### src/common/video_consts.svh
/* frame geometry of the reduced test raster
   palette depth, ulaplus base and index width */
`ifndef VIDEO_CONSTS_SVH
`define VIDEO_CONSTS_SVH

// horizontal, in clocks per line
`define H_TOTAL        32
`define H_PIX_START    8
`define H_PIX_END      24
`define H_BLANK_START  28
`define H_BLANK_END    0   // wraps through end of line
`define H_SYNC_START   29
`define H_SYNC_END     31
`define H_BITS         5

// vertical, in lines per frame
`define V_TOTAL        20
`define V_PIX_START    4
`define V_PIX_END      14
`define V_BLANK_START  17
`define V_BLANK_END    0   // wraps through end of frame
`define V_SYNC_START   18
`define V_SYNC_END     19
`define V_BITS         5

// palette memory
`define PAL_DEPTH      512
`define PAL_UP_BASE    256 // upper half belongs to ulaplus
`define PAL_IDX_BITS   9

`endif

### src/common/video_pkg.sv
/* raster flag, picture input and video output structs */
package video_pkg;

	// registered raster flags for one position
	typedef struct packed
	{
		logic hpix;        // inside horizontal picture window
		logic vpix;        // inside vertical picture window
		logic hblank;
		logic vblank;
		logic hsync_start; // single clock at start of hsync
		logic hsync;
		logic vsync;
	} raster_t;

	// picture data for one clock, from the fetch side
	typedef struct packed
	{
		logic [3:0] pixels;    // classic pixel colour index
		logic [3:0] border;    // classic border colour index
		logic [1:0] up_palsel; // ulaplus palette group
		logic [2:0] up_paper;
		logic [2:0] up_ink;
		logic       up_pixel;  // ink when set, paper when clear
	} pix_in_t;

	// one clock of video output
	typedef struct packed
	{
		logic [5:0] color; // green 2, red 2, blue 2
		logic       hsync;
		logic       vsync;
		logic       blank;
	} vid_out_t;

endpackage

### src/common/palette_pkg.sv
/* palette write source opcode and palette write struct */
package palette_pkg;

	// which format the write data comes in
	typedef enum logic
	{
		PAL_SRC_ATM     = 1'b0, // six-bit classic, address from zxcolor
		PAL_SRC_ULAPLUS = 1'b1  // eight-bit entry, explicit address
	} pal_src_e;

	// single cycle palette write strobe, no ready
	typedef struct packed
	{
		logic       valid;
		pal_src_e   src;
		logic [5:0] addr; // ulaplus entry within upper half
		logic [7:0] data; // atm uses bits 5..0
	} pal_wr_t;

endpackage

### src/logic/raster_timing.sv
/* horizontal and vertical counters for the test frame
   and the registered raster flags derived from them */
`include "video_consts.svh"

module raster_timing (
	input  logic               clk,
	input  logic               reset,
	output video_pkg::raster_t raster
);
	logic [`H_BITS-1:0] h_cnt; // position shown on raster
	logic [`V_BITS-1:0] v_cnt;
	logic [`H_BITS-1:0] h_nxt;
	logic [`V_BITS-1:0] v_nxt;

	// half-open window, wraps when start is past end
	function automatic logic in_win(input int pos, input int first, input int last);
		if (first <= last)
			return (pos >= first) && (pos < last);
		else
			return (pos >= first) || (pos < last);
	endfunction

	// all flags for one position
	function automatic video_pkg::raster_t flags_of(input int h, input int v);
		video_pkg::raster_t f;
		f.hpix        = in_win(h, `H_PIX_START, `H_PIX_END);
		f.vpix        = in_win(v, `V_PIX_START, `V_PIX_END);
		f.hblank      = in_win(h, `H_BLANK_START, `H_BLANK_END);
		f.vblank      = in_win(v, `V_BLANK_START, `V_BLANK_END);
		f.hsync_start = (h == `H_SYNC_START);
		f.hsync       = in_win(h, `H_SYNC_START, `H_SYNC_END);
		f.vsync       = in_win(v, `V_SYNC_START, `V_SYNC_END);
		return f;
	endfunction

	always_comb
	begin
		h_nxt = h_cnt + 1'b1;
		v_nxt = v_cnt;
		if (h_cnt == `H_BITS'(`H_TOTAL - 1)) // end of line
		begin
			h_nxt = '0;
			if (v_cnt == `V_BITS'(`V_TOTAL - 1))
				v_nxt = '0; // end of frame
			else
				v_nxt = v_cnt + 1'b1;
		end
	end

	// flags registered from next position so they line up with the counters
	always_ff @(posedge clk)
	begin
		if (reset)
		begin
			h_cnt  <= '0;
			v_cnt  <= '0;
			raster <= flags_of(0, 0);
		end
		else
		begin
			h_cnt  <= h_nxt;
			v_cnt  <= v_nxt;
			raster <= flags_of(int'(h_nxt), int'(v_nxt));
		end
	end

endmodule

### src/palframe/palette_ram.sv
/* palette memory, one write port and one read-first registered read port */
`include "video_consts.svh"

module palette_ram #(
	parameter int DEPTH = `PAL_DEPTH,
	parameter int AW    = $clog2(DEPTH)
) (
	input  logic          clk,
	input  logic          we,
	input  logic [AW-1:0] waddr,
	input  logic [7:0]    wdata,
	input  logic [AW-1:0] raddr,
	output logic [7:0]    rdata
);
	// green 7..5, red 4..2, blue 1..0
	logic [7:0] mem [DEPTH];

	// write and read on the same edge
	// read returns the old entry on an address clash
	always_ff @(posedge clk)
	begin
		if (we)
			mem[waddr] <= wdata;
		rdata <= mem[raddr]; // old contents on a clash
	end

endmodule

### src/palframe/color_dither.sv
/* dither phase from pixel, line and frame counters
   and 3-to-2-bit reduction of red and green */
module color_dither (
	input  logic       clk,
	input  logic       reset,
	input  logic       hsync_start,
	input  logic       vsync,
	input  logic [2:0] green_in,
	input  logic [2:0] red_in,
	output logic [1:0] green_out,
	output logic [1:0] red_out
);
	logic [1:0] ctr;     // free-running pixel phase
	logic       line_f;  // toggles every line
	logic       frame_f; // toggles every frame
	logic       vsync_r;
	logic       vsync_rise;
	logic       plus1;

	// odd components sit halfway, plus1 picks the upper value
	function automatic logic [1:0] reduce(input logic [2:0] c, input logic up);
		case (c)
			3'd0:    return 2'd0;
			3'd1:    return up ? 2'd1 : 2'd0;
			3'd2:    return 2'd1;
			3'd3:    return up ? 2'd2 : 2'd1;
			3'd4:    return 2'd2;
			3'd5:    return up ? 2'd3 : 2'd2;
			default: return 2'd3; // 6 and 7 saturate
		endcase
	endfunction

	assign vsync_rise = vsync & ~vsync_r;

	always_ff @(posedge clk)
	begin
		if (reset)
		begin
			ctr     <= '0;
			line_f  <= 1'b0;
			frame_f <= 1'b0;
			vsync_r <= 1'b0;
		end
		else
		begin
			ctr     <= ctr + 1'b1;
			vsync_r <= vsync;
			if (hsync_start)
				line_f <= ~line_f;
			if (vsync_rise)
				frame_f <= ~frame_f;
		end
	end

	// half step alternates every 2 clocks, flips per line and per frame
	assign plus1 = ctr[1] ^ line_f ^ frame_f;

	assign green_out = reduce(green_in, plus1);
	assign red_out   = reduce(red_in, plus1);

endmodule

### src/palframe/palette_frame.sv
/* border and pixel mixing, palette index and write formatting
   palette lookup, dither, blanking and output registers */
`include "video_consts.svh"

module palette_frame (
	input  logic                 clk,
	input  logic                 reset,
	input  video_pkg::raster_t   raster,
	input  video_pkg::pix_in_t   pix_in,
	input  logic                 up_ena,
	input  palette_pkg::pal_wr_t pal_wr,
	output video_pkg::vid_out_t  vid_out,
	output logic [5:0]           palcolor // raw entry for readback
);
	localparam logic [`PAL_IDX_BITS-1:0] UP_BASE = `PAL_UP_BASE;

	logic                     in_pic;  // both windows open
	logic [3:0]               zxcolor; // classic index
	logic [5:0]               up_sel;  // index within ulaplus half
	logic [`PAL_IDX_BITS-1:0] rd_idx;
	logic [`PAL_IDX_BITS-1:0] wr_idx;
	logic [7:0]               wr_data;
	logic [7:0]               entry;   // stage 1, from palette ram
	logic [1:0]               grn;
	logic [1:0]               red;
	logic                     st1_vld; // entry came from a non-reset cycle
	logic                     st1_blank;
	logic                     st1_hsync;
	logic                     st1_vsync;

	assign in_pic  = raster.hpix & raster.vpix;
	assign zxcolor = in_pic ? pix_in.pixels : pix_in.border;

	// ulaplus index from group, paper/ink half, then ink or paper colour
	assign up_sel = in_pic ?
		{pix_in.up_palsel, ~pix_in.up_pixel,
		 pix_in.up_pixel ? pix_in.up_ink : pix_in.up_paper} :
		{3'd0, pix_in.border[2:0]}; // border reads the first eight entries

	assign rd_idx = up_ena ? UP_BASE + `PAL_IDX_BITS'(up_sel) : `PAL_IDX_BITS'(zxcolor);

	// write address and entry format by source
	always_comb
	begin
		if (pal_wr.src == palette_pkg::PAL_SRC_ATM)
		begin
			wr_idx  = `PAL_IDX_BITS'(zxcolor); // colour under the beam
			wr_data = {pal_wr.data[3:2], 1'b0, pal_wr.data[5:4], 1'b0, pal_wr.data[1:0]};
		end
		else
		begin
			wr_idx  = UP_BASE + `PAL_IDX_BITS'(pal_wr.addr);
			wr_data = pal_wr.data; // already g3 r3 b2
		end
	end

	palette_ram #(
		.DEPTH (`PAL_DEPTH)
	) palette_ram_inst (
		.clk   (clk),
		.we    (pal_wr.valid),
		.waddr (wr_idx),
		.wdata (wr_data),
		.raddr (rd_idx),
		.rdata (entry)
	);

	color_dither color_dither_inst (
		.clk         (clk),
		.reset       (reset),
		.hsync_start (raster.hsync_start),
		.vsync       (raster.vsync),
		.green_in    (entry[7:5]),
		.red_in      (entry[4:2]),
		.green_out   (grn),
		.red_out     (red)
	);

	// flags delayed alongside the ram read
	always_ff @(posedge clk)
	begin
		if (reset)
		begin
			st1_vld   <= 1'b0;
			st1_blank <= 1'b1;
			st1_hsync <= 1'b0;
			st1_vsync <= 1'b0;
		end
		else
		begin
			st1_vld   <= 1'b1;
			st1_blank <= raster.hblank | raster.vblank;
			st1_hsync <= raster.hsync;
			st1_vsync <= raster.vsync;
		end
	end

	// output stage
	always_ff @(posedge clk)
	begin
		if (reset)
		begin
			vid_out  <= '{color: '0, hsync: 1'b0, vsync: 1'b0, blank: 1'b1};
			palcolor <= '0;
		end
		else
		begin
			vid_out.color <= st1_blank ? 6'd0 : {grn, red, entry[1:0]};
			vid_out.hsync <= st1_hsync;
			vid_out.vsync <= st1_vsync;
			vid_out.blank <= st1_blank;
			if (st1_vld)
				palcolor <= {entry[4:3], entry[7:6], entry[1:0]}; // r2 g2 b2
		end
	end

endmodule

### src/logic/video_top.sv
/* colour output stage top, raster timing plus palette frame */
module video_top (
	input  logic                 clk,
	input  logic                 reset,
	input  video_pkg::pix_in_t   pix_in,   // picture for current position
	input  palette_pkg::pal_wr_t pal_wr,   // palette write strobe
	input  logic                 up_ena,   // ulaplus mode
	output video_pkg::vid_out_t  vid_out,
	output logic [5:0]           palcolor
);
	video_pkg::raster_t raster; // position flags, registered

	raster_timing raster_timing_inst (
		.clk    (clk),
		.reset  (reset),
		.raster (raster)
	);

	// 2 clock latency from pix_in to vid_out
	palette_frame palette_frame_inst (
		.clk      (clk),
		.reset    (reset),
		.raster   (raster),
		.pix_in   (pix_in),
		.up_ena   (up_ena),
		.pal_wr   (pal_wr),
		.vid_out  (vid_out),
		.palcolor (palcolor)
	);

endmodule

### config.mk
export PLATFORM = sky130hd
export DESIGN_NAME = video_top
export DESIGN_NICKNAME = d
export VERILOG_FILES = /design/src/common/video_pkg.sv /design/src/common/palette_pkg.sv /design/src/logic/raster_timing.sv /design/src/palframe/palette_ram.sv /design/src/palframe/color_dither.sv /design/src/palframe/palette_frame.sv /design/src/logic/video_top.sv
export VERILOG_INCLUDE_DIRS = /design/src /design/src/common
export SDC_FILE = /design/constraint.sdc
export NUM_CORES = 1
export LEC_CHECK = 0
export BUFFER_PORTS_ARGS = -buffer_cell sky130_fd_sc_hd__buf_4
export CELL_PAD_IN_SITES_DETAIL_PLACEMENT = 1
export CELL_PAD_IN_SITES_GLOBAL_PLACEMENT = 1
export CORE_ASPECT_RATIO = 0.6
export CORE_MARGIN = 1
export CORE_UTILIZATION = 37
export CTS_CLUSTER_DIAMETER = 50
export DETAILED_ROUTE_END_ITERATION = 16
export PLACE_DENSITY_LB_ADDON = 0.1
export REMOVE_ABC_BUFFERS = 1
export SKIP_CTS_REPAIR_TIMING = 1
export SYNTH_ARGS = -nofsm -noshare
export SYNTH_HDL_FRONTEND = slang
export SYNTH_SLANG_ARGS = --single-unit
export TNS_END_PERCENT = 1
### constraint.sdc
create_clock -name clk -period 3 [get_ports clk]
set_input_delay 0.6 -clock clk [delete_from_list [all_inputs] [get_ports clk]]
set_output_delay 0.6 -clock clk [all_outputs]
set_load 0.01 [all_outputs]
# --- Word level (Yosys, flattened, before mapping) ---
# Memory sizes are Yosys's and may differ from the RTL's. A register that Yosys moved wholly into a read port is not among the register bits.
# Index checks and enable logic that the tools add are counted.
word_totals:
  ff_bits: 40
  latchBits: 0
  mem_bits_rw: 4096
  mem_bits_ro: 0
  in_bits: 36
  out_inout_bits: 15
  word_cells: 83
  n_memories: 1
classes:
  add_sub_neg: 5
  multipliers: 0
  n_div: 0
  n_lt_le_gt_ge: 10
  eq_ne: 13
  shift: 0
  muxes: 17
  bitwise: 9
  reduce_logical: 7
mem_list:
  columns: ["memory", "words", "width", "rd", "rd_clocked_by_memory_dff", "wr", "line", "source"]
  rows:
  - ["palette_frame_inst.palette_ram_inst.mem", 512, 8, 1, 1, 1, "palette_ram.sv:16", "logic [7:0] mem [DEPTH];"]
ops:
  columns: ["op", "n"]
  rows:
  - ["$pmux 2 s6", 2]
  - ["$ge 5x5->1 const B", 4]
  - ["$add 9x6->9 const A", 2]
  - ["$mux 9", 2]
  - ["$lt 5x5->1 const B", 3]
  - ["$mux 5", 3]
  - ["$eq 3x2->1 const B", 4]
  - ["$eq 3x3->1 const B", 4]
  - ["$add 5x1->5 const B", 2]
  - ["$eq 5x5->1 const B", 2]
  - ["$mux 8", 1]
  - ["$eq 3x1->1 const B", 2]
  - ["$logic_not 3->1", 2]
  - ["$mux 6", 1]
  - ["$eq 5x3->1 const B", 1]
  - ["$ge 5x3->1 const B", 1]
  - ["$ge 5x4->1 const B", 1]
  - ["$lt 5x4->1 const B", 1]
  - ["$mux 1", 5]
  - ["$logic_and 1x1->1", 4]
  - ["$mux 4", 1]
  - ["$not 1->1", 4]
  - ["$mux 3", 1]
  - ["$add 2x1->2 const B", 1]
  - ["other kinds (5)", 7]

# --- Longest topological paths before layout ---
logic_depth:
  depth_word: 5
  mapped_depth: 15
  ltp_nobuf: 9

# --- Cells and area by module ---
# Synthesis repeated with hierarchy kept, for this count alone.
hier_totals:
  cells_unflattened: 8224
  hier_area_um2: 161817.7
modules_own_cells:
  columns: ["mod", "instances", "cells_per_inst", "area_each_um2", "seq_area_each_um2"]
  rows:
  - ["palette_ram", 1, 8030, 159927.1, 123158.1]
  - ["palette_frame", 1, 89, 849.6, 380.4]
  - ["raster_timing", 1, 82, 809.5, 340.3]
  - ["color_dither", 1, 23, 231.5, 100.1]

# --- Worst setup path before layout ---
# No wires, ideal clock.
synth_path:
  kind: "in2reg"
  startpoint: "in pix_in[0] (netlist bit)"
  endpoint: "reg palette_frame_inst.palette_ram_inst.rdata[0], read port of palette_frame_inst.palette_ram_inst.mem"
  setup_ps: 126
  t_arrival_ps: 2750
  required_ps: 2874
  slack_ps: 124
  cell_stages: 11
  path_buffers: 3
  cell_sequence: "buf_6 mux2_4 a221o_1 buf_2 and2_4 buf_6 nor3_4 a31oi_1 or4_1 a31oi_1 nor3_1"
synth_via:
  elab_chain_len: 4
  elab_cells_between_ends: 5
  classes_between: "1 x add/sub; 3 x mux; 1 x bitwise"
synth_rtl:
  columns: ["item", "line", "source"]
  rows:
  - ["from (decl)", "video_top.sv:5", "input video_pkg::pix_in_t pix_in,"]
  - ["$mux 3 / $not 1->1 (equally long branches)", "palette_frame.sv:37, palette_frame.sv:36", null]
  - ["$mux 6 (*)", "palette_frame.sv:35", "assign up_sel = in_pic ?"]
  - ["$add 9x6->9 (*)", "palette_frame.sv:40", "assign rd_idx = up_ena ? UP_BASE + `PAL_IDX_BITS'(up_sel) : `PAL_IDX_BITS'(zxcolor);"]
  - ["$mux 9 (*)", "palette_frame.sv:40", null]
  - ["to (decl)", "palette_ram.sv:13", "output logic [7:0] rdata"]
# Every way passes the cells marked *; elsewhere a longest branch is shown, timed or not.
# A chain may end at the register's enable or synchronous reset.

# --- Worst setup path in the final report ---
layout_path:
  startpoint: "reg raster_timing_inst.raster[6] (netlist name)"
  endpoint: "reg palette_frame_inst.palette_ram_inst.rdata[2], read port of palette_frame_inst.palette_ram_inst.mem"
layout_via:
  elab_chain_len: 4
  elab_cells_between_ends: 5
  classes_between: "1 x add/sub; 3 x mux; 1 x bitwise"
layout_rtl:
  columns: ["item", "line", "source"]
  rows:
  - ["$and 1x1->1 (*)", "palette_frame.sv:31", "assign in_pic = raster.hpix & raster.vpix;"]
  - ["$mux 6", "palette_frame.sv:35", null]
  - ["$add 9x6->9", "palette_frame.sv:40", null]
  - ["$mux 9 (*)", "palette_frame.sv:40", null]
# Marks and branches as above.

==> results_dict.tcl <==
set metrics [dict create \
    seq_area_frac_synth_pct 73.1 \
    fin_util_pct 46.0 \
    status "complete, but fails checks" \
    cp_num_buf_inv 3 \
    syn_area_um2 27600 \
    p_sw_w 0.00483 \
    criticalPathCategory "flop to flop" \
    slowest_delay_ns 0.50 \
    fmax_ghz 0.333 \
    fin_crit_ns 3.00 \
    route.detailed.wl_per_inst_um 27.6 \
    hold_viol 0 \
    critPathMaxFanout 11 \
    p_sw_share_pct 23.4 \
    antenna_found_initial 3 \
    synth_warnings 0 \
    slew_violations 0 \
    p_int_w 0.0158 \
    fp.dieArea_um2 75800 \
    worstSkewPairLatency_ns 0.62 \
    drt_wl_total_um 93700 \
    setup_viol 1 \
    critPathSlowestCell "a2111oi_2" \
    synth_edf_count 640 \
    leakage_nw 12.1 \
    yosys-top-cells-count "edfxtp_1 (640), nand2_1 (492), nand3_1 (153), nor2_1 (111), mux2i_1 (93)" \
    seq_power_share_pct 51.5 \
    yosys.cell_types.count 60 \
    rows 77 \
    io_buffers 50 \
    ys_async_sr_fraction_pct 0 \
    core_area_um2 73700 \
    synth_area_leaders "edfxtp_1 (70%), nand2_1 (6.7%), dfxtp_1 (3.5%)" \
    ant_nets 0 \
    start_util_pct 37.5 \
    final_cell_count_no_fill 3399 \
    startpoint_type "flop" \
    place_inst 3259 \
    syn2layout_area_growth_pct 22.8 \
    synth_cells 2072 \
    pwr-share-clk_pct 41.0 \
    grt_pass1_wl_um 133000 \
    final_nets 2399 \
    pwr_density_cell_nw_per_um2 609 \
    p_comb_share_pct 7.5 \
    clk_pin_slew_ns 0.06 \
    numClockSinks 688 \
    num_vias 18600 \
    drv_cap 0 \
    critical_path.top_delay_family "compound AO/OA/AOI/OAI gates" \
    cts_buffers 69 \
    slew_headroom_pct 22.0 \
    yosysTopAreaCell "edfxtp_1" \
    hold_class "primary input to flop" \
    layout-drive-gt1-share_pct 21.9 \
    io_pins 51 \
    grt_max_degree 81 \
    crit_path_end_kind "flop" \
    grt_overflow 0 \
    fin_ws_ns -0.00177 \
    reg2reg_slack_ns -0.002 \
    arrival_ns 3.48 \
    dpl.hpwl_um 63000 \
    gp_congestion 0.921 \
    avgSynthCellArea_um2 13.3 \
    fill_cells 7496 \
    irDropWorstVdd_mv 0.381 \
    dr.first_iter.drc_count 1910 \
    critical_path_required_ns 3.48 \
    grt_pass1_vias 18400 \
    dr.pass1.iters 5 \
    clockBufferDepth 3 \
    grt.total_usage_pct 24.6 \
    crit_chain "buf_12 > and3_4 > a211o_4 > clkbuf_16 > a2111oi_2 > a311o_1 > a311oi_2 > nor4_1 > buf_4 > a221o_1 > nor3_2" \
    synth-seq-cells 688 \
    worstMarginPinSlew_ns 1.17 \
    period_share_pct 100 \
    rsz0062_at_grt "true" \
    cts_tree "yes" \
    ys.flop_type "edfxtp_1" \
    skew_ns 0.0240 \
    violations "setup timing" \
    yosysTopAreaCellShare_pct 69.6 \
    post_drt_via_cell_ratio 5.47 \
    die_y_um 214 \
    h-tree-depth 3 \
    root_buffer "clkbuf_16" \
    die_x_um 355 \
    yosysMostFrequentCell "edfxtp_1" \
    route.detailed.drc 0 \
]
metal layers:
metal / track usage (%) / up-vias / wire [µm]
met5: 0 / - / 28
met4: 4.89 / 4 / 1440
met3: 7.29 / 102 / 7980
met2: 33.3 / 585 / 37200
met1: 38.5 / 9641 / 47100
li1: - / 8255 / -
layout by cell type, fill, tap and decap left out, types with 13 or more instances in the layout:
cell / count
inv_1: 13
nand4_1: 19
dfxtp_1: 46
a221o_1: 14
a21oi_1: 76
nor4_1: 15
nand3_1: 149
clkbuf_1: 14
mux2i_1: 93
buf_12: 35
o22ai_1: 24
buf_6: 14
buf_4: 283
nor2_1: 111
nor2b_1: 13
nor3_1: 15
edfxtp_1: 640
and3_1: 31
clkbuf_16: 75
clkinv_2: 16
nand2_1: 489
final timing paths:
kind / start / end / cells after the start
worst max-delay path: raster_timing_inst.raster[6]$_SDFF_PP0_ / palette_frame_inst.palette_ram_inst.rdata[2]$_DFF_P_ / 11
worst min-delay path: reset / palette_frame_inst.st1_vld$_DFF_P_ / 2
worst max register to register: raster_timing_inst.raster[6]$_SDFF_PP0_ / palette_frame_inst.palette_ram_inst.rdata[2]$_DFF_P_ / 11
worst min register to register: raster_timing_inst.raster[4]$_SDFF_PP0_ / palette_frame_inst.st1_blank$_SDFF_PP1_ / 1
logic make-up (layout without fill, tap and decap cells):
kind of cell             after synthesis  after routing  synth area share (%)
AO/OA/AOI/OAI                        227            227                  5.67
XOR/XNOR                              10             10                 0.317
adder cells (fa/ha/maj)                4              4                 0.181
buffers and inverters                135            474                  2.48
flip-flops                           688            688                  73.1
multiplexers                         106            106                  3.93
other                                  0              1                     0
AND/OR/NAND/NOR                      902            902                  14.4
area by class of cell:
type / count / area (µm²) / share of cell area [%]
sequential: 688 / 20200 / 59.5
clock buffer: 90 / 1900 / 5.59
clock inverter: 33 / 253 / 0.745
inverter: 13 / 48.8 / 0.144
timing repair buffer: 338 / 3100 / 9.15
tap: 987 / 1230 / 3.64
antenna: 1 / 2.50 / 0.00738
multi-input combinational: 1249 / 7200 / 21.2
worst reg2reg max path: cells and delay by family (launching register included):
kind	cells	cell delay, ns
simple gates	3	0.56
flops	1	0.36
compound gates	5	1.44
buf+inv	3	0.52
power groups by stage:
stage	logic (W)	clock network, W	registers, W
2_1_floorplan	0.000690	0	0.0108
3_5_place_dp	0.00145	0	0.0108
4_1_cts	0.00146	0.00866	0.0106
6_report	0.00155	0.00848	0.0106
5_1_grt	0.00164	0.00899	0.0106
3_3_place_gp	0.00144	0	0.0108
per-stage QoR:
stage / cell area, µm² / power [W] / hold slack [ns] / setup slack [ns] / TNS [ns]
after detailed placement: 31100 / 0.0123 / 0.399 / -0.987 / -5.48
final: 33900 / 0.0207 / 0.349 / -0.00177 / -0.00177
after CTS: 33300 / 0.0208 / 0.309 / -0.542 / -2.47
after floorplan: 27000 / 0.0115 / 0.384 / -6.12 / -48.38
after global placement: 31100 / 0.0123 / 0.406 / -0.966 / -5.21
after global routing: 33900 / 0.0213 / 0.331 / -0.0645 / -0.169
sequential cells by signal, indices dropped and copies added, names as in the netlist:
signal	count
palette_frame_inst.color_dither_inst.ctr	2
palette_frame_inst.color_dither_inst.frame_f	1
palette_frame_inst.color_dither_inst.line_f	1
palette_frame_inst.palcolor	6
palette_frame_inst.palette_ram_inst.mem	640
palette_frame_inst.palette_ram_inst.rdata	8
palette_frame_inst.st1_blank	1
palette_frame_inst.st1_hsync	1
palette_frame_inst.st1_vld	1
palette_frame_inst.st1_vsync	1
palette_frame_inst.vid_out	9
raster_timing_inst.h_cnt	5
raster_timing_inst.raster	7
raster_timing_inst.v_cnt	5
(Power assumes the default switching activity.)
